`config.mk`:
```
export PLATFORM = sky130hd
export DESIGN_NAME = decode_stage_0
export DESIGN_NICKNAME = d
export VERILOG_FILES = /design/src/source/decode_pkg.sv /design/src/source/pipe_reg.sv /design/src/source/prefix_classifier.sv /design/src/source/insn_length_decoder.sv /design/src/source/decode_stage_0.sv
export SDC_FILE = /design/constraint.sdc
export NUM_CORES = 1
export LEC_CHECK = 0
export BUFFER_PORTS_ARGS = -buffer_cell sky130_fd_sc_hd__buf_2
export CORE_MARGIN = 3
export CORE_UTILIZATION = 50
export DETAILED_ROUTE_END_ITERATION = 8
export GPL_TIMING_DRIVEN = 0
export PLACE_DENSITY = 0.81
export SLEW_MARGIN = 20
export SYNTH_ARGS = -nofsm -noshare
export SYNTH_HDL_FRONTEND = slang
export SYNTH_SLANG_ARGS = --single-unit
```
`constraint.sdc`:
```
create_clock -name clk -period 27.1 [get_ports clk]
set_clock_uncertainty 0.1 [all_clocks]
set_input_delay 4.065 -clock clk [delete_from_list [all_inputs] [get_ports clk]]
set_output_delay 4.065 -clock clk [all_outputs]
set_load 0.01 [all_outputs]
```
`src/source/decode_pkg.sv`:
```
/*
 * Decode stage 0 shared definitions
 * Fetch window and decoded record layouts, prefix byte codes and
 * immediate size classes used by the decoder and its testbench
 */
package decode_pkg;

   // Window and instruction geometry
   localparam int WINDOW_BYTES   = 16;
   localparam int ADDR_W         = 32;
   localparam int MAX_PREFIX     = 3;
   localparam int NUM_LANES      = MAX_PREFIX + 1;
   localparam int MAX_INSN_BYTES = 15;

   // Legacy prefix bytes
   localparam logic [7:0] PFX_OPSIZE = 8'h66;
   localparam logic [7:0] PFX_REP    = 8'hF3;
   localparam logic [7:0] PFX_REPNE  = 8'hF2;
   localparam logic [7:0] PFX_LOCK   = 8'hF0;
   localparam logic [7:0] PFX_CS     = 8'h2E;
   localparam logic [7:0] PFX_SS     = 8'h36;
   localparam logic [7:0] PFX_DS     = 8'h3E;
   localparam logic [7:0] PFX_ES     = 8'h26;
   localparam logic [7:0] PFX_FS     = 8'h64;
   localparam logic [7:0] PFX_GS     = 8'h65;

   // Opcode bytes with special handling
   localparam logic [7:0] OPC_ESCAPE = 8'h0F;
   localparam logic [7:0] OPC_HLT    = 8'hF4;

   // Immediate size class from the opcode table
   // IMM_Z is 2 or 4 bytes depending on the operand-size prefix
   typedef enum logic [1:0] {
      IMM_NONE,
      IMM_8,
      IMM_16,
      IMM_Z
   } imm_class_t;

   // Window as handed over by fetch, byte 0 in the top byte
   typedef struct packed {
      logic [8*WINDOW_BYTES-1:0] bytes;
      logic [4:0]                valid_bytes;
      logic [ADDR_W-1:0]         pc;
      logic                      branch_taken;
   } fetch_window_t;

   // Classification of one window byte
   typedef struct packed {
      logic is_prefix;
      logic is_size_prefix;
      logic is_escape;
   } byte_class_t;

   // Decoded instruction record
   typedef struct packed {
      logic [23:0]       prefix;
      logic [1:0]        prefix_bytes;
      logic              size_override;
      logic [15:0]       opcode;
      logic [1:0]        opcode_bytes;
      logic              has_modrm;
      logic [7:0]        modrm;
      logic              has_sib;
      logic [2:0]        disp_bytes;
      logic [2:0]        imm_bytes;
      // Displacement first, then immediate, left-aligned
      logic [63:0]       displace_n_imm;
      logic [3:0]        length;
      logic              incomplete;
      logic              halt_insn;
      logic [ADDR_W-1:0] pc;
      logic              branch_taken;
   } decoded_insn_t;

endpackage

```
`src/source/pipe_reg.sv`:
```
/*
 * One-entry valid/ready pipeline register
 * Full throughput, flushable, payload type set by parameter
 */
`timescale 1ns/1ns

module pipe_reg #(
   parameter type payload_t = logic
) (
   input  logic     clk,
   input  logic     arst_n,
   input  logic     flush,
   input  logic     in_valid,
   input  payload_t in_data,
   output logic     in_ready,
   output logic     out_valid,
   output payload_t out_data,
   input  logic     out_ready
);

   logic     full;
   payload_t data_q;

   // Accept when empty or when the held entry leaves this cycle
   assign in_ready = !full || out_ready;

   always_ff @(posedge clk or negedge arst_n) begin
      if (!arst_n) begin
         full <= 1'b0;
      end else if (flush) begin
         full <= 1'b0;
      end else if (in_ready) begin
         full <= in_valid;
      end
   end

   always_ff @(posedge clk) begin
      if (in_valid && in_ready) begin
         data_q <= in_data;
      end
   end

   assign out_valid = full;
   assign out_data  = data_q;

   // A stalled entry must not change under the consumer
   assert property (@(posedge clk) disable iff (!arst_n)
      out_valid && !out_ready |=> $stable(out_data));

endmodule

```
`src/source/prefix_classifier.sv`:
```
/*
 * Prefix classifier lane
 * Flags one window byte as legacy prefix, operand-size prefix or 0F escape
 */
`timescale 1ns/1ns

module prefix_classifier
   import decode_pkg::*;
(
   input  logic [7:0]  window_byte,
   output byte_class_t byte_class
);

   always_comb begin
      byte_class = '0;

      // Any of the ten legacy prefixes
      case (window_byte)
         PFX_OPSIZE,
         PFX_REP,
         PFX_REPNE,
         PFX_LOCK,
         PFX_CS,
         PFX_SS,
         PFX_DS,
         PFX_ES,
         PFX_FS,
         PFX_GS: begin
            byte_class.is_prefix = 1'b1;
         end
         default: begin
            byte_class.is_prefix = 1'b0;
         end
      endcase

      // Operand size only shrinks z immediates
      byte_class.is_size_prefix = (window_byte == PFX_OPSIZE);

      // Only meaningful on the lane that holds the opcode
      byte_class.is_escape = (window_byte == OPC_ESCAPE);
   end

endmodule

```
`src/source/insn_length_decoder.sv`:
```
/*
 * Instruction length decoder
 * Builds the decoded record and length from the window and lane classes,
 * and holds the sticky halt state after an accepted HLT
 */
`timescale 1ns/1ns

module insn_length_decoder
   import decode_pkg::*;
(
   input  logic          clk,
   input  logic          arst_n,
   input  logic          flush,
   input  logic          win_valid,
   input  fetch_window_t win,
   input  byte_class_t   lane_class [NUM_LANES],
   output logic          win_ready,
   output logic          dec_valid,
   output decoded_insn_t dec,
   input  logic          dec_ready,
   output logic          halt
);

   logic [1:0]                prefix_bytes;
   logic                      size_override;
   logic                      escape;
   logic [8*WINDOW_BYTES-1:0] opc_win;
   logic [7:0]                op0;
   logic [7:0]                op1;
   logic [1:0]                opcode_bytes;
   logic [2:0]                opc_end;
   logic                      has_modrm;
   imm_class_t                imm_class;
   logic [2:0]                imm_bytes;
   logic [8*WINDOW_BYTES-1:0] modrm_win;
   logic [7:0]                modrm;
   logic [7:0]                sib;
   logic                      has_sib;
   logic [2:0]                disp_bytes;
   logic [2:0]                head_bytes;
   logic [3:0]                dni_bytes;
   logic [8*WINDOW_BYTES-1:0] dni_win;
   logic [63:0]               dni_mask;
   logic [4:0]                len_sum;
   logic                      halt_q;

   // Leading run of prefix lanes, capped at MAX_PREFIX
   always_comb begin
      prefix_bytes  = 2'd0;
      size_override = 1'b0;
      for (int i = 0; i < MAX_PREFIX; i++) begin
         if (lane_class[i].is_prefix && prefix_bytes == 2'(i)) begin
            prefix_bytes  = prefix_bytes + 2'd1;
            size_override = size_override | lane_class[i].is_size_prefix;
         end
      end
   end

   // Opcode sits on the lane right after the prefixes
   assign escape       = lane_class[prefix_bytes].is_escape;
   assign opc_win      = win.bytes << {prefix_bytes, 3'b000};
   assign op0          = opc_win[8*WINDOW_BYTES-1 -: 8];
   assign op1          = opc_win[8*WINDOW_BYTES-9 -: 8];
   assign opcode_bytes = escape ? 2'd2 : 2'd1;
   assign opc_end      = {1'b0, prefix_bytes} + {1'b0, opcode_bytes};

   // Opcode table
   always_comb begin
      has_modrm = 1'b0;
      imm_class = IMM_NONE;
      if (escape) begin
         // Jcc rel32 has no ModRM
         if (op1[7:4] == 4'h8) begin
            imm_class = IMM_Z;
         end else begin
            has_modrm = 1'b1;
         end
      end else begin
         case (op0) inside
            [8'h00:8'h03], [8'h08:8'h0B], [8'h20:8'h23], [8'h28:8'h2B],
            [8'h30:8'h33], [8'h38:8'h3B], [8'h88:8'h8B], 8'h8D: begin
               has_modrm = 1'b1;
            end
            8'h80, 8'h83, 8'hC0, 8'hC1, 8'hC6, 8'h6B: begin
               has_modrm = 1'b1;
               imm_class = IMM_8;
            end
            8'h81, 8'hC7, 8'h69: begin
               has_modrm = 1'b1;
               imm_class = IMM_Z;
            end
            8'h04, 8'h0C, 8'h24, 8'h2C, 8'h34, 8'h3C, 8'h6A, 8'hEB,
            [8'h70:8'h7F], [8'hB0:8'hB7]: begin
               imm_class = IMM_8;
            end
            8'h05, 8'h0D, 8'h25, 8'h2D, 8'h35, 8'h3D, 8'h68, 8'hE8, 8'hE9,
            [8'hB8:8'hBF]: begin
               imm_class = IMM_Z;
            end
            8'hC2: begin
               imm_class = IMM_16;
            end
            default: begin
               imm_class = IMM_NONE;
            end
         endcase
      end
   end

   always_comb begin
      case (imm_class)
         IMM_8:   imm_bytes = 3'd1;
         IMM_16:  imm_bytes = 3'd2;
         IMM_Z:   imm_bytes = size_override ? 3'd2 : 3'd4;
         default: imm_bytes = 3'd0;
      endcase
   end

   // ModRM and SIB follow the opcode
   assign modrm_win = win.bytes << {opc_end, 3'b000};
   assign modrm     = has_modrm ? modrm_win[8*WINDOW_BYTES-1 -: 8] : 8'h00;
   assign sib       = modrm_win[8*WINDOW_BYTES-9 -: 8];
   assign has_sib   = has_modrm && modrm[7:6] != 2'b11 && modrm[2:0] == 3'd4;

   // Displacement size from mod, rm and SIB base
   always_comb begin
      disp_bytes = 3'd0;
      if (has_modrm) begin
         case (modrm[7:6])
            2'b01: disp_bytes = 3'd1;
            2'b10: disp_bytes = 3'd4;
            2'b00: begin
               if (modrm[2:0] == 3'd5 || (has_sib && sib[2:0] == 3'd5)) begin
                  disp_bytes = 3'd4;
               end
            end
            default: disp_bytes = 3'd0;
         endcase
      end
   end

   // Left-align displacement and immediate, clear the bytes past them
   assign head_bytes = opc_end + {2'b00, has_modrm} + {2'b00, has_sib};
   assign dni_win    = win.bytes << {head_bytes, 3'b000};
   assign dni_bytes  = {1'b0, disp_bytes} + {1'b0, imm_bytes};
   assign dni_mask   = ~({64{1'b1}} >> {dni_bytes, 3'b000});
   assign len_sum    = {2'b00, head_bytes} + {1'b0, dni_bytes};

   always_comb begin
      dec                = '0;
      dec.prefix         = win.bytes[8*WINDOW_BYTES-1 -: 24];
      dec.prefix_bytes   = prefix_bytes;
      dec.size_override  = size_override;
      dec.opcode         = escape ? {op0, op1} : {op0, 8'h00};
      dec.opcode_bytes   = opcode_bytes;
      dec.has_modrm      = has_modrm;
      dec.modrm          = modrm;
      dec.has_sib        = has_sib;
      dec.disp_bytes     = disp_bytes;
      dec.imm_bytes      = imm_bytes;
      dec.displace_n_imm = dni_win[8*WINDOW_BYTES-1 -: 64] & dni_mask;
      dec.length         = len_sum[3:0];
      dec.incomplete     = len_sum > win.valid_bytes;
      dec.halt_insn      = !escape && op0 == OPC_HLT;
      dec.pc             = win.pc;
      dec.branch_taken   = win.branch_taken;
   end

   // Sticky halt, set when the HLT record is accepted downstream
   always_ff @(posedge clk or negedge arst_n) begin
      if (!arst_n) begin
         halt_q <= 1'b0;
      end else if (flush) begin
         halt_q <= 1'b0;
      end else if (dec_valid && dec_ready && dec.halt_insn) begin
         halt_q <= 1'b1;
      end
   end

   assign halt      = halt_q;
   assign dec_valid = win_valid && !halt_q;
   assign win_ready = dec_ready && !halt_q;

   assert property (@(posedge clk) disable iff (!arst_n)
      win_valid |-> len_sum <= 5'(MAX_INSN_BYTES));

   // A window waiting behind the halt is held, not consumed
   assert property (@(posedge clk) disable iff (!arst_n)
      halt && win_valid && !flush |=> $stable(win));

endmodule

```
`src/source/decode_stage_0.sv`:
```
/*
 * Decode stage 0 top level
 * Registered fetch window, four prefix lanes, length decoder and
 * registered decoded record on plain valid/ready ports
 */
`timescale 1ns/1ns

module decode_stage_0
   import decode_pkg::*;
(
   input  logic                      clk,
   input  logic                      arst_n,
   input  logic                      flush,
   output logic                      halt,

   // Fetch side
   input  logic                      f_valid,
   output logic                      f_ready,
   input  logic [8*WINDOW_BYTES-1:0] f_instruction,
   input  logic [4:0]                f_valid_bytes,
   input  logic [ADDR_W-1:0]         f_pc,
   input  logic                      f_branch_taken,

   // Stage 0 record
   output logic                      s0_valid,
   input  logic                      s0_ready,
   output logic [23:0]               s0_prefix,
   output logic [1:0]                s0_prefix_bytes,
   output logic                      s0_size_override,
   output logic [15:0]               s0_opcode,
   output logic [1:0]                s0_opcode_bytes,
   output logic                      s0_has_modrm,
   output logic [7:0]                s0_modrm,
   output logic                      s0_has_sib,
   output logic [2:0]                s0_disp_bytes,
   output logic [2:0]                s0_imm_bytes,
   output logic [63:0]               s0_displace_n_imm,
   output logic [3:0]                s0_length,
   output logic                      s0_incomplete,
   output logic                      s0_halt_insn,
   output logic [ADDR_W-1:0]         s0_pc,
   output logic                      s0_branch_taken
);

   fetch_window_t f_win;
   fetch_window_t win;
   logic          win_valid;
   logic          win_ready;
   byte_class_t   lane_class [NUM_LANES];
   decoded_insn_t dec;
   logic          dec_valid;
   logic          dec_ready;
   decoded_insn_t s0_rec;

   assign f_win.bytes        = f_instruction;
   assign f_win.valid_bytes  = f_valid_bytes;
   assign f_win.pc           = f_pc;
   assign f_win.branch_taken = f_branch_taken;

   pipe_reg #(.payload_t(fetch_window_t)) fetch_pipe_reg (
      .clk       (clk),
      .arst_n    (arst_n),
      .flush     (flush),
      .in_valid  (f_valid),
      .in_data   (f_win),
      .in_ready  (f_ready),
      .out_valid (win_valid),
      .out_data  (win),
      .out_ready (win_ready)
   );

   // Lane g looks at window byte g
   for (genvar g = 0; g < NUM_LANES; g++) begin : gen_lane
      prefix_classifier lane_i (
         .window_byte (win.bytes[8*(WINDOW_BYTES-g)-1 -: 8]),
         .byte_class  (lane_class[g])
      );
   end

   insn_length_decoder decoder_i (
      .clk        (clk),
      .arst_n     (arst_n),
      .flush      (flush),
      .win_valid  (win_valid),
      .win        (win),
      .lane_class (lane_class),
      .win_ready  (win_ready),
      .dec_valid  (dec_valid),
      .dec        (dec),
      .dec_ready  (dec_ready),
      .halt       (halt)
   );

   pipe_reg #(.payload_t(decoded_insn_t)) s0_pipe_reg (
      .clk       (clk),
      .arst_n    (arst_n),
      .flush     (flush),
      .in_valid  (dec_valid),
      .in_data   (dec),
      .in_ready  (dec_ready),
      .out_valid (s0_valid),
      .out_data  (s0_rec),
      .out_ready (s0_ready)
   );

   assign s0_prefix         = s0_rec.prefix;
   assign s0_prefix_bytes   = s0_rec.prefix_bytes;
   assign s0_size_override  = s0_rec.size_override;
   assign s0_opcode         = s0_rec.opcode;
   assign s0_opcode_bytes   = s0_rec.opcode_bytes;
   assign s0_has_modrm      = s0_rec.has_modrm;
   assign s0_modrm          = s0_rec.modrm;
   assign s0_has_sib        = s0_rec.has_sib;
   assign s0_disp_bytes     = s0_rec.disp_bytes;
   assign s0_imm_bytes      = s0_rec.imm_bytes;
   assign s0_displace_n_imm = s0_rec.displace_n_imm;
   assign s0_length         = s0_rec.length;
   assign s0_incomplete     = s0_rec.incomplete;
   assign s0_halt_insn      = s0_rec.halt_insn;
   assign s0_pc             = s0_rec.pc;
   assign s0_branch_taken   = s0_rec.branch_taken;

endmodule

```
Yosys cells after proc, flatten, opt, wreduce, memory -nomap -nowiden
Index checks and enable logic that the tools add are counted.

Bits in registers: 333. Input port bits: 171. Output and inout port bits: 167. Logic and storage cells: 228.

Add/sub/neg operators: 7. Order comparisons: 22. Equal/unequal tests: 85. Shift operators: 4. Muxes and demuxes: 39. Bitwise gates (word level): 5. Reductions and logical operators: 41.

Operator list (count): 128-bit by 6-bit left shift with 128-bit output (2); 8-bit equality test (second input constant) (25); 8-bit by 6-bit equality test with 1-bit output (second input constant) (24); 8-bit by 7-bit equality test with 1-bit output (second input constant) (16); 128-bit by 5-bit left shift with 128-bit output (1); 64-bit AND (1); 64-bit inverter (1); 64-bit by 7-bit >> shifter with 64-bit output (first input constant) (1); 10-bit OR reduction (6); 8-bit by 4-bit equality test with 1-bit output (second input constant) (6); 8-bit by 6-bit >= comparator with 1-bit output (second input constant) (4); 8-bit by 6-bit <= comparator with 1-bit output (second input constant) (4); 8-bit >= comparator (second input constant) (3); 8-bit <= comparator (second input constant) (3); 2-bit 2-to-1 mux (11); 1-bit logical AND (21); 1-bit 2-to-1 mux (21); 3-bit case mux with 3 select lines (2); 8-bit by 3-bit equality test with 1-bit output (second input constant) (2); 3-bit equality test (second input constant) (3); 3-bit 2-to-1 mux (3); 2-bit equality test (second input constant) (4); 8-bit by 1-bit >= comparator with 1-bit output (second input constant) (1); 8-bit by 4-bit >= comparator with 1-bit output (second input constant) (1); 25 further kinds (37).

Logic depth before layout (Yosys ltp)
Gate-level depths: netlist of the first run.

Depth in word-level cells: 30. Depth in mapped cells: 34. Depth with buffers taken out: 28.

Cells and area by module
Synthesis of the first run repeated with hierarchy kept, for this count alone.

Cells, all modules: 1230. Area, all modules: 16251.8 um^2.

By module, submodules not included: insn_length_decoder (times used 1, cells each 834, area each 5846.9 um^2, sequential area each 25.0 um^2); pipe_reg at fetch_pipe_reg (times used 1, cells each 171, area each 5044.8 um^2, sequential area each 5009.8 um^2); pipe_reg at s0_pipe_reg (times used 1, cells each 169, area each 4984.8 um^2, sequential area each 4949.7 um^2); prefix_classifier (times used 4, cells each 14, area each 93.8 um^2, sequential area each 0.0 um^2).

Least setup slack after synthesis of the first run
OpenSTA, ideal clock, no wires.

Kind: input-to-reg. Start point: in s0_ready. End point: reg s0_pipe_reg.data_q (netlist bit s0_pipe_reg.out_data[0]) (enable). Setup time: 921 ps. Arrival: 15918 ps. Data required time: 26079 ps. Setup slack: 10162 ps. Cell stages on the path: 2. Path buffers: 0. Cells stage by stage: nor2b_1 > nor3b_1.

Longest elaborated chain between the ends: 2.

RTL lines: start: declaration (RTL line decode_stage_0.sv:26) `input logic s0_ready,`; 1-bit logical OR (RTL line pipe_reg.sv:25) `assign in_ready = !full || out_ready;`; 1-bit logical AND (RTL line pipe_reg.sv:38) `if (in_valid && in_ready) begin`; end signal: assignment (RTL line pipe_reg.sv:39) `data_q <= in_data;`; end: declaration (RTL line pipe_reg.sv:22) `payload_t data_q;`.

Every way passes these cells. A chain may end at the register's enable or synchronous reset.

==> qor.csv, run 1 <==
stage;metric;value;unit
pwr;switching share of power;28.1;%
final_layout;non-filler cells, final;1905;
timing;Max Freq;97.0;MHz
timing;Slew @ Worst Pin;1.04;ns
yosys;Synth Net Count;1297;
global_routing;GRT Overall Usage;29.6;%
placement;Final Wtd Congestion;1.02;
global_routing;first-pass GRT wire length;72.9;mm
pwr;P_leak;7.19;nW
worst_hold_path;Min-Delay Endpoint;s0_pipe_reg.out_data[8]$_DFFE_PP_;
placement;dpl hpwl;38.6;mm
detailed_routing;Initial DRC Count;1434;
global_routing;met1 Track Usage GR;43.1;%
die;Die Y;181;um
final_layout;Final #Nets;1677;
worst_hold_path;Worst Hold Path Cells;0;
run_status;status;completed;
timing;setup slack after layout;16.80;ns
final_layout;Finished Cell Area;18700;um2
setup_path;worst-path fanout max;12;
global_routing;met2 Resource Use GR;44.1;%
setup_path;Crit path top cell by count;clkbuf_1;
die;DIE AREA;32800;um2
final_layout;Layout Area Growth over Synthesis;21.8;%
pwr;PwrDens;68.6;nW/um2
global_routing;met3 usage;8.90;%
placement;Placed Cells;1847;
yosys;Cells after Synth;1110;
setup_path;WS Path Type;reg2reg;
timing;Setup violations, final;0;
setup_path;R2R setup slack;16.80;ns
timing;pins over their slew limit;0;
die;num ports;338;
setup_path;Worst R2R Path Depth;32;
setup_path;Critical Path RT;27.33;ns
clock_tree;Hold Buf Count CTS;0;
yosys;Seq/Total Area, Yosys;63.4;%
timing;Final Hold Viols;0;
global_routing;initial antenna violation count;2;
pwr;clock power share;33.1;%
die;Rows;63;
pwr;Comb pwr share;19.7;%
worst_hold_path;Worst Hold Class;reg2reg;
die;initial core utilization;51.1;%
detailed_routing;Vias per Instance;6.05;
detailed_routing;wirelength, routed;49.8;mm
timing;TNS Setup;0;ns
timing;min Tclk post-route;10.30;ns
yosys;ys flop type;edfxtp_1;
placement;IO Port Bufs;328;
clock_tree;Root Buffer;clkbuf_16;
detailed_routing;via count;11500;
setup_path;CP Data Arrival Time;10.53;ns
global_routing;vias in the first global route;11400;
pwr;Flop pwr share;47.2;%
clock_tree;worst-skew pair later-pin latency;0.58;ns
detailed_routing;Post-DRT Antenna Nets;0;
final_layout;fraction of layout cells with a size suffix above 1;31.2;%
setup_path;crit end category;flop;
yosys;Post-synth EDFFs;321;
die;Chip Width;181;um
setup_path;crit start category;flop;
pwr;cell internal pwr;0.000919;W
yosys;number of synthesized register bits;324;
yosys;synth warn;0;
final_layout;filler cell count;2328;
job;maxcap violations;0;
clock_tree;H-tree depth;1;
yosys;async set or reset register ratio after synthesis;0.926;%
clock_tree;CTS tree;yes;
detailed_routing;post-route DRC violation count;0;
yosys;Avg Cell Area, Syn;13.8;um2
clock_tree;Clock transition at path regs;0.06;ns
placement;Placed Area;17600;um2
timing;period utilization;38.0;%
timing;unrepaired setup endpoints after global routing;false;
worst_hold_path;Hold Path Origin;fetch_pipe_reg.out_data[8]$_DFFE_PP_;
yosys;Post-Synthesis Cell Area;15300;um2
clock_tree;post-CTS resize count;0;
clock_tree;Setup Fix Bufs, Post-CTS;0;
setup_path;reg2reg start;fetch_pipe_reg.out_data[155]$_DFFE_PP_;
pwr;peak supply drop;84.7;uV
setup_path;max incr delay on CP;0.70;ns
detailed_routing;Pre-Repair DR Iteration Count;6;
global_routing;largest net degree at the start of global routing;55;
clock_tree;CTS sink count;324;
timing;Slew HR;30.8;%
pwr;Power Total;0.00128;W
placement;Post-Place Worst Slack;17.16;ns
die;area of the core;30000;um2
global_routing;gr busiest metal;met2;
yosys;Yosys cell types;74;
pwr;Switch Pwr;0.000360;W
detailed_routing;Wirelength per Cell;26.2;um
clock_tree;Clock Tree Buf Depth;3;
setup_path;R2R Path End;s0_pipe_reg.out_data[34]$_DFFE_PP_;
clock_tree;CTS buffer count;31;
setup_path;slowest CP cell;fa_1;
global_routing;GR Overflow Total;0;
[cell families after synthesis]
logic type	synth area share, %
DFF	63.4
and+or+nand+nor	7.47
muxes	13.2
xor gates and xnor gates	0.343
buffers and inverters	3.23
other	0.0245
AOI/OAI and AO/OA	10.9
adders and majority gates	1.45
[final cells by class]
| cell class | count | area (um2) | area share, % |
|---|---|---|---|
| inverters | 34 | 128 | 0.684 |
| clock inverters | 12 | 130 | 0.697 |
| flip-flops and latches | 324 | 9710 | 52.1 |
| multi-input cells | 671 | 5120 | 27.4 |
| repair buffers | 347 | 1830 | 9.82 |
| plain buffers | 81 | 367 | 1.96 |
| diodes | 2 | 5.00 | 0.0268 |
| clock buffers | 44 | 875 | 4.69 |
| well taps | 390 | 488 | 2.62 |
[worst max path at each step]
stage	from	end	slack, ns	cells after the start
6_report	fetch_pipe_reg.out_data[155]$_DFFE_PP_	s0_pipe_reg.out_data[34]$_DFFE_PP_	16.80	32
4_1_cts	fetch_pipe_reg.out_data[155]$_DFFE_PP_	s0_pipe_reg.out_data[34]$_DFFE_PP_	17.14	32
2_1_floorplan	s0_ready	s0_pipe_reg.out_data[0]$_DFFE_PP_	10.16	2
3_5_place_dp	fetch_pipe_reg.out_data[155]$_DFFE_PP_	s0_pipe_reg.out_data[34]$_DFFE_PP_	17.16	32
3_3_place_gp	s0_ready	s0_pipe_reg.out_data[41]$_DFFE_PP_	6.11	3
5_1_grt	fetch_pipe_reg.out_data[155]$_DFFE_PP_	s0_pipe_reg.out_data[34]$_DFFE_PP_	16.33	32
[metrics by stage]
step / utilization, % / hold slack [ns]
finish: 62.3 / 0.317
global route: 62.3 / 0.310
CTS: 62.3 / 0.311
detailed placement: 58.9 / 0.305
global placement: 58.3 / 0.300
floorplan: - / 0.300
[placed cells by master, fill, tap and decap left out, drive strengths merged, types with 4 or more instances in the layout]
| master | n |
|---|---|
| and2 | 16 |
| a21oi | 88 |
| clkbuf | 90 |
| nand3 | 11 |
| o211ai | 13 |
| ha | 13 |
| a21o | 5 |
| a32oi | 17 |
| nand2b | 4 |
| o21ai | 25 |
| nor2 | 71 |
| a41oi | 4 |
| nor3b | 4 |
| a211oi | 37 |
| inv | 37 |
| clkinv | 7 |
| nor2b | 11 |
| o21a | 4 |
| nor3 | 13 |
| mux2 | 15 |
| mux4 | 31 |
| edfxtp | 321 |
| nand2 | 82 |
| a211o | 8 |
| buf | 382 |
| xor2 | 4 |
| a31oi | 20 |
| mux2i | 115 |
[power groups by stage]
stage,sequential (W),combinational [W],clock [W]
final,0.000604,0.000252,0.000423
after global routing,0.000606,0.000263,0.000453
after CTS,0.000604,0.000242,0.000432
after detailed placement,0.000614,0.000241,0
after global placement,0.000622,0.000237,0
after floorplan,0.000621,0.000134,0
[critical path, delay by kind of cell (launching register included)]
kind,cells,cell delay (ns)
compound gates,8,1.54
fa+ha+maj,6,2.44
buf+inv,10,3.46
flops,1,0.35
mux,2,0.83
simple gates,6,1.31
[sequential cells by signal (all words and copies together) (netlist names)]
name / flops
decoder_i.halt: 1
fetch_pipe_reg.out_data: 158
fetch_pipe_reg.out_valid: 1
s0_pipe_reg.out_data: 163
s0_pipe_reg.out_valid: 1
[cells in the mapped netlist (11+ instances only)]
cell type,instances,area [um2]
a21oi_1,88,440
edfxtp_1,321,9640
a32oi_1,17,149
buf_1,15,56.3
nor3_1,13,65.1
a31oi_1,20,125
mux2_2,15,169
inv_1,30,113
nand2_1,82,308
nor2_1,70,263
o211ai_1,13,97.6
nor2b_1,11,68.8
mux2i_1,115,1150
ha_1,13,163
nand3_1,11,55.1
clkbuf_1,46,173
o21ai_0,23,115
mux4_2,31,698
a211oi_1,36,270
and2_1,15,93.8
buf_2,11,55.1
[metal layers]
layer	vias up	part of all wire, %
met1	5606	41
li1	5069	-
met4	0	2.5
met2	767	44
met5	-	0
met3	80	12
Power figures use the tool's default switching activity.
==> run 2: changes to the inputs <==
Clock period 27.1 ns to 9.77 ns, I/O delays scaled along.
==> run 2 against run 1 <==
  * Global-route usage hardly changed
  * Sequential share of layout area hardly changed
  * Register-to-register slack got worse by 16 ns
  * Hold slack better by 0.0023 ns
  * Setup slack got worse by 16 ns
  * Total power rose to 2.8 times the previous value
  * Critical path depth fell by 5
  * Cell area is essentially flat
  * Cell count fell by 0.63%
  * Clock power rose to 2.7 times the previous value
  * Critical endpoint is now s0_pipe_reg.out_data[77]$_DFFE_PP_
  * Highest routed layer unchanged
==> qor.csv, run 2 (synthesis gave the netlist of run 1 again) <==
stage;metric;value;unit
run_status;status;completed;
final_layout;most frequent cells in the layout;buf_2 (340), edfxtp_1 (321), mux2i_1 (115);
setup_path;max incr delay on CP;0.83;ns
timing;Slew HR;29.9;%
placement;Placed Area;17700;um2
pwr;PwrDens;189;nW/um2
global_routing;GRT Overall Usage;29.6;%
clock_tree;worst-skew pair later-pin latency;0.59;ns
placement;Final Wtd Congestion;0.998;
clock_tree;CTS tree;yes;
clock_tree;H-tree depth;1;
final_layout;Layout Area Growth over Synthesis;21.7;%
die;initial core utilization;51.1;%
setup_path;WS Path Type;reg2reg;
detailed_routing;Wirelength per Cell;26.4;um
setup_path;crit start category;flop;
detailed_routing;Initial DRC Count;1503;
timing;period utilization;95.6;%
pwr;peak supply drop;180;uV
clock_tree;Hold Buf Count CTS;0;
final_layout;non-filler cells, final;1893;
final_layout;Final #Nets;1669;
final_layout;Multi-input gate area;5130;um2
global_routing;first-pass GRT wire length;73.1;mm
clock_tree;Clock transition at path regs;0.06;ns
detailed_routing;Vias per Instance;6.11;
setup_path;worst-path fanout max;12;
timing;Max Freq;107;MHz
die;Die Y;181;um
detailed_routing;post-route DRC violation count;0;
die;Chip Width;181;um
clock_tree;Clock Tree Buf Depth;3;
detailed_routing;wirelength, routed;50.0;mm
setup_path;Crit path top cell by count;a21oi_1;
clock_tree;CTS sink count;324;
worst_hold_path;Worst Hold Path Cells;0;
setup_path;Critical Path RT;9.96;ns
final_layout;fraction of layout cells with a size suffix above 1;31.4;%
clock_tree;Root Buffer;clkbuf_16;
job;maxcap violations;0;
setup_path;slowest CP cell;clkbuf_1;
clock_tree;CTS buffer count;31;
die;DIE AREA;32800;um2
timing;pins over their slew limit;0;
placement;dpl hpwl;38.6;mm
die;area of the core;30000;um2
final_layout;max reg flops;163;
pwr;P_leak;7.17;nW
timing;setup slack after layout;0.428;ns
timing;WHS;0.319;ns
final_layout;antenna cells;0;
timing;Final Hold Viols;0;
final_layout;Finished Cell Area;18600;um2
global_routing;GR Overflow Total;0;
die;num ports;338;
global_routing;vias in the first global route;11300;
detailed_routing;Pre-Repair DR Iteration Count;5;
setup_path;crit end category;flop;
placement;IO Port Bufs;328;
placement;Placed Cells;1841;
detailed_routing;via count;11600;
worst_hold_path;Worst Hold Class;reg2reg;
placement;Post-Place Worst Slack;-0.153;ns
timing;Slew @ Worst Pin;1.05;ns
setup_path;Worst R2R Path Depth;27;
die;Rows;63;
final_layout;commonest non-fill, non-tap cell in the layout;buf_2;
global_routing;largest net degree at the start of global routing;55;
timing;Setup violations, final;0;
global_routing;initial antenna violation count;0;
timing;unrepaired setup endpoints after global routing;false;
final_layout;Seq. cell area;9710;um2
timing;min Tclk post-route;9.34;ns
final_layout;filler cell count;2334;
detailed_routing;Post-DRT Antenna Nets;0;
setup_path;CP Data Arrival Time;9.53;ns
[run 2: changes by cell type in the layout (fill, tap and decap cells not counted), sizes merged]
cell,delta
clkbuf,-7
diode,-2
bufinv,+1
inv,-2
buf,-7
clkinv,+3
clkinvlp,+2
[run 2: area by class of cell]
class / count / area share [%]
sequential: 324 / 52.1
multi-input combinational: 671 / 27.5
timing repair buffer: 341 / 9.89
clock buffer: 38 / 4.30
tap: 390 / 2.62
buffer: 79 / 1.99
clock inverter: 16 / 0.893
inverter: 34 / 0.685
[run 2: worst paths after layout]
check | startpoint | slack [ns] | endpoint
setup / recovery | fetch_pipe_reg.out_data[155]$_DFFE_PP_ | 0.43 | s0_pipe_reg.out_data[77]$_DFFE_PP_
hold / removal | fetch_pipe_reg.out_data[21]$_DFFE_PP_ | 0.32 | s0_pipe_reg.out_data[21]$_DFFE_PP_
setup reg to reg | fetch_pipe_reg.out_data[155]$_DFFE_PP_ | 0.43 | s0_pipe_reg.out_data[77]$_DFFE_PP_
hold reg to reg | fetch_pipe_reg.out_data[21]$_DFFE_PP_ | 0.32 | s0_pipe_reg.out_data[21]$_DFFE_PP_
max in group asynchronous | arst_n | 8.90 | fetch_pipe_reg.out_valid$_DFFE_PN0P_
min in group asynchronous | arst_n | 0.56 | s0_pipe_reg.out_valid$_DFFE_PN0P_
[run 2: timing repair]
item,4_1_cts,5_1_grt
buffers inserted,0,0
gates resized for setup,2,15
endpoints found under the setup margin,5,62
pin swaps,0,0
endpoints found under the hold margin,0,0
[run 2: per-layer routing]
layer	up-vias	GRT usage (%)	share of wire [%]
met5	-	0	0
met4	0	6.15	2.0
met3	84	7.71	11
met2	766	45.0	45
met1	5656	43.8	42
li1	5054	-	-
[run 2: power by group]
part           internal [W]  leakage (nW)  switching, W
Combinational      0.000249          3.63      0.000450
Sequential          0.00163          3.07     0.0000515
Clock              0.000659         0.465      0.000496
[run 2: critical path, delay by kind of cell (launching register included)]
| kind | cells | cell delay [ns] |
|---|---|---|
| flops | 1 | 0.38 |
| fa+ha+maj | 4 | 1.61 |
| buf+inv | 9 | 3.00 |
| simple gates | 4 | 1.12 |
| mux | 3 | 1.29 |
| compound gates | 7 | 1.52 |
[run 2: metrics by stage]
| step | total power, W | setup TNS [ns] | utilization (%) |
|---|---|---|---|
| 2_1_floorplan | 0.00209 | 0 | - |
| 3_3_place_gp | 0.00237 | -137.65 | 58.3 |
| 3_5_place_dp | 0.00237 | -0.153 | 59.0 |
| 4_1_cts | 0.00352 | 0 | 62.2 |
| 5_1_grt | 0.00364 | 0 | 62.2 |
| 6_report | 0.00353 | 0 | 62.2 |
==> run 3: changes to the inputs <==
Settings changed: PLACE_DENSITY 0.81 to 0.77.
==> run 3 against run 2 <==
  * Non-clock buffer count fell by 2
  * Sequential cell count did not move
  * Critical path depth grew 6
  * Clock power up 9%
  * Hold slack worse by 0.0012 ns
  * Routed wire length grew 2.2%
  * Sequential share of layout area is 0.30 points lower
==> qor.csv, run 3 (synthesis gave the netlist of run 1 again) <==
stage;metric;value;unit
run_status;status;completed;
setup_path;crit end category;flop;
clock_tree;Clock transition at path regs;0.06;ns
setup_path;slowest CP cell;fa_1;
timing;Slew HR;30.5;%
global_routing;GRT Overall Usage;30.2;%
clock_tree;Root Buffer;clkbuf_16;
final_layout;most frequent cells in the layout;buf_2 (341), edfxtp_1 (321), mux2i_1 (113);
detailed_routing;Pre-Repair DR Iteration Count;7;
worst_hold_path;Min-Delay Endpoint;s0_pipe_reg.out_data[18]$_DFFE_PP_;
pwr;switching share of power;27.7;%
setup_path;Critical Path RT;9.97;ns
setup_path;crit start category;flop;
pwr;Flop pwr share;45.9;%
job;maxcap violations;0;
global_routing;largest net degree at the start of global routing;62;
detailed_routing;Initial DRC Count;1200;
die;Die Y;181;um
setup_path;R2R Path End;s0_pipe_reg.out_data[34]$_DFFE_PP_;
clock_tree;worst-skew pair later-pin latency;0.57;ns
setup_path;Worst R2R Path Depth;33;
die;Chip Width;181;um
final_layout;max reg flops;163;
setup_path;worst-path fanout max;12;
die;num ports;338;
clock_tree;CTS tree;yes;
pwr;Comb pwr share;19.2;%
setup_path;WS Path Type;reg2reg;
global_routing;vias in the first global route;11500;
die;initial core utilization;51.1;%
final_layout;commonest non-fill, non-tap cell in the layout;buf_2;
placement;Post-Place Worst Slack;-0.281;ns
worst_hold_path;Worst Hold Path Cells;0;
clock_tree;H-tree depth;1;
final_layout;Layout Area Growth over Synthesis;22.4;%
clock_tree;CTS sink count;324;
worst_hold_path;Hold Path Origin;fetch_pipe_reg.out_data[18]$_DFFE_PP_;
final_layout;Final #Nets;1667;
placement;dpl hpwl;39.0;mm
setup_path;R2R setup slack;0.33;ns
die;DIE AREA;32800;um2
clock_tree;CTS buffer count;31;
detailed_routing;Vias per Instance;6.12;
placement;Final Wtd Congestion;1.03;
timing;period utilization;96.6;%
detailed_routing;Post-DRT Antenna Nets;0;
worst_hold_path;Worst Hold Class;reg2reg;
detailed_routing;wirelength, routed;51.2;mm
timing;Max Freq;106;MHz
pwr;Switch Pwr;0.00101;W
timing;setup slack after layout;0.331;ns
setup_path;CP Data Arrival Time;9.64;ns
timing;pins over their slew limit;0;
setup_path;max incr delay on CP;0.66;ns
timing;unrepaired setup endpoints after global routing;false;
final_layout;Final Core Density;62.6;%
die;Rows;63;
timing;min Tclk post-route;9.44;ns
pwr;peak supply drop;218;uV
setup_path;reg2reg start;fetch_pipe_reg.out_data[152]$_DFFE_PP_;
clock_tree;Clock Tree Buf Depth;3;
final_layout;fraction of layout cells with a size suffix above 1;32.0;%
placement;IO Port Bufs;328;
timing;Final Hold Viols;0;
die;area of the core;30000;um2
pwr;cell internal pwr;0.00264;W
global_routing;first-pass GRT wire length;74.4;mm
pwr;P_leak;7.21;nW
pwr;clock power share;34.9;%
timing;Setup violations, final;0;
detailed_routing;post-route DRC violation count;0;
detailed_routing;via count;11600;
global_routing;initial antenna violation count;2;
detailed_routing;Wirelength per Cell;27.0;um
timing;Slew @ Worst Pin;1.04;ns
global_routing;GR Overflow Total;0;
clock_tree;Setup Fix Bufs, Post-CTS;0;
pwr;PwrDens;195;nW/um2
-- run 3: final cells by class --
class                           count  area [um2]
Clock inverter                     23         298
Timing Repair Buffer              340        1820
Buffer                             78         370
Tap cell                          390         488
Inverter                           34         128
Antenna cell                        2        5.00
Fill cell                        2354       11200
Multi-Input combinational cell    671        5140
Clock buffer                       35         791
Sequential cell                   324        9710
-- run 3: per-layer routing --
metal	part of all wire, %	track usage (%)	wire length, um
met2	44	45.2	22700
met4	2.0	6.43	1000
met3	12	9.20	6190
met5	0	0	0
met1	42	44.5	21300
-- run 3: worst max path at each step --
stage | slack (ns) | endpoint | from | cells past startpoint
detailed placement | -0.28 | s0_pipe_reg.out_data[34]$_DFFE_PP_ | fetch_pipe_reg.out_data[155]$_DFFE_PP_ | 32
floorplan | 1.25 | s0_pipe_reg.out_data[0]$_DFFE_PP_ | s0_ready | 2
global placement | -0.92 | s0_pipe_reg.out_data[45]$_DFFE_PP_ | s0_ready | 3
CTS | 0.08 | s0_pipe_reg.out_data[34]$_DFFE_PP_ | fetch_pipe_reg.out_data[155]$_DFFE_PP_ | 32
global route | 0.02 | s0_pipe_reg.out_data[34]$_DFFE_PP_ | fetch_pipe_reg.out_data[150]$_DFFE_PP_ | 32
finish | 0.33 | s0_pipe_reg.out_data[34]$_DFFE_PP_ | fetch_pipe_reg.out_data[152]$_DFFE_PP_ | 33
-- run 3: what timing repair did --
item / 4_1_cts / 5_1_grt
setup endpoints to repair: 7 / 56
resized for setup: 4 / 11
hold buffers: 0 / 0
-- run 3: worst max-delay path: cells and delay by family (launching register included) --
family	cells	cell delay, ns
and+or+nand+nor	6	1.28
adders and majority gates	6	2.47
AOI/OAI and AO/OA	8	1.41
DFF	1	0.39
buffers and inverters	10	2.53
xor gates and xnor gates	1	0.19
muxes	2	0.78
-- run 3: metrics by stage --
step           total power [W]  std cells  hold WS (ns)  setup TNS, ns  area [um2]
6_report               0.00366       1897         0.318              0       18800
5_1_grt                0.00377       1897         0.324              0       18800
4_1_cts                0.00365       1898         0.320              0       18700
3_5_place_dp           0.00238       1840         0.305         -0.532       17600
3_3_place_gp           0.00238       1828         0.300        -148.80       17500
2_1_floorplan          0.00209       1110         0.300              0       15300
-- run 3: power groups by stage --
stage | registers [W] | clock network [W] | logic (W)
after floorplan | 0.00172 | 0 | 0.000373
final | 0.00168 | 0.00127 | 0.000702
after global routing | 0.00168 | 0.00135 | 0.000735
after global placement | 0.00172 | 0 | 0.000662
after detailed placement | 0.00170 | 0 | 0.000674
after CTS | 0.00168 | 0.00129 | 0.000680
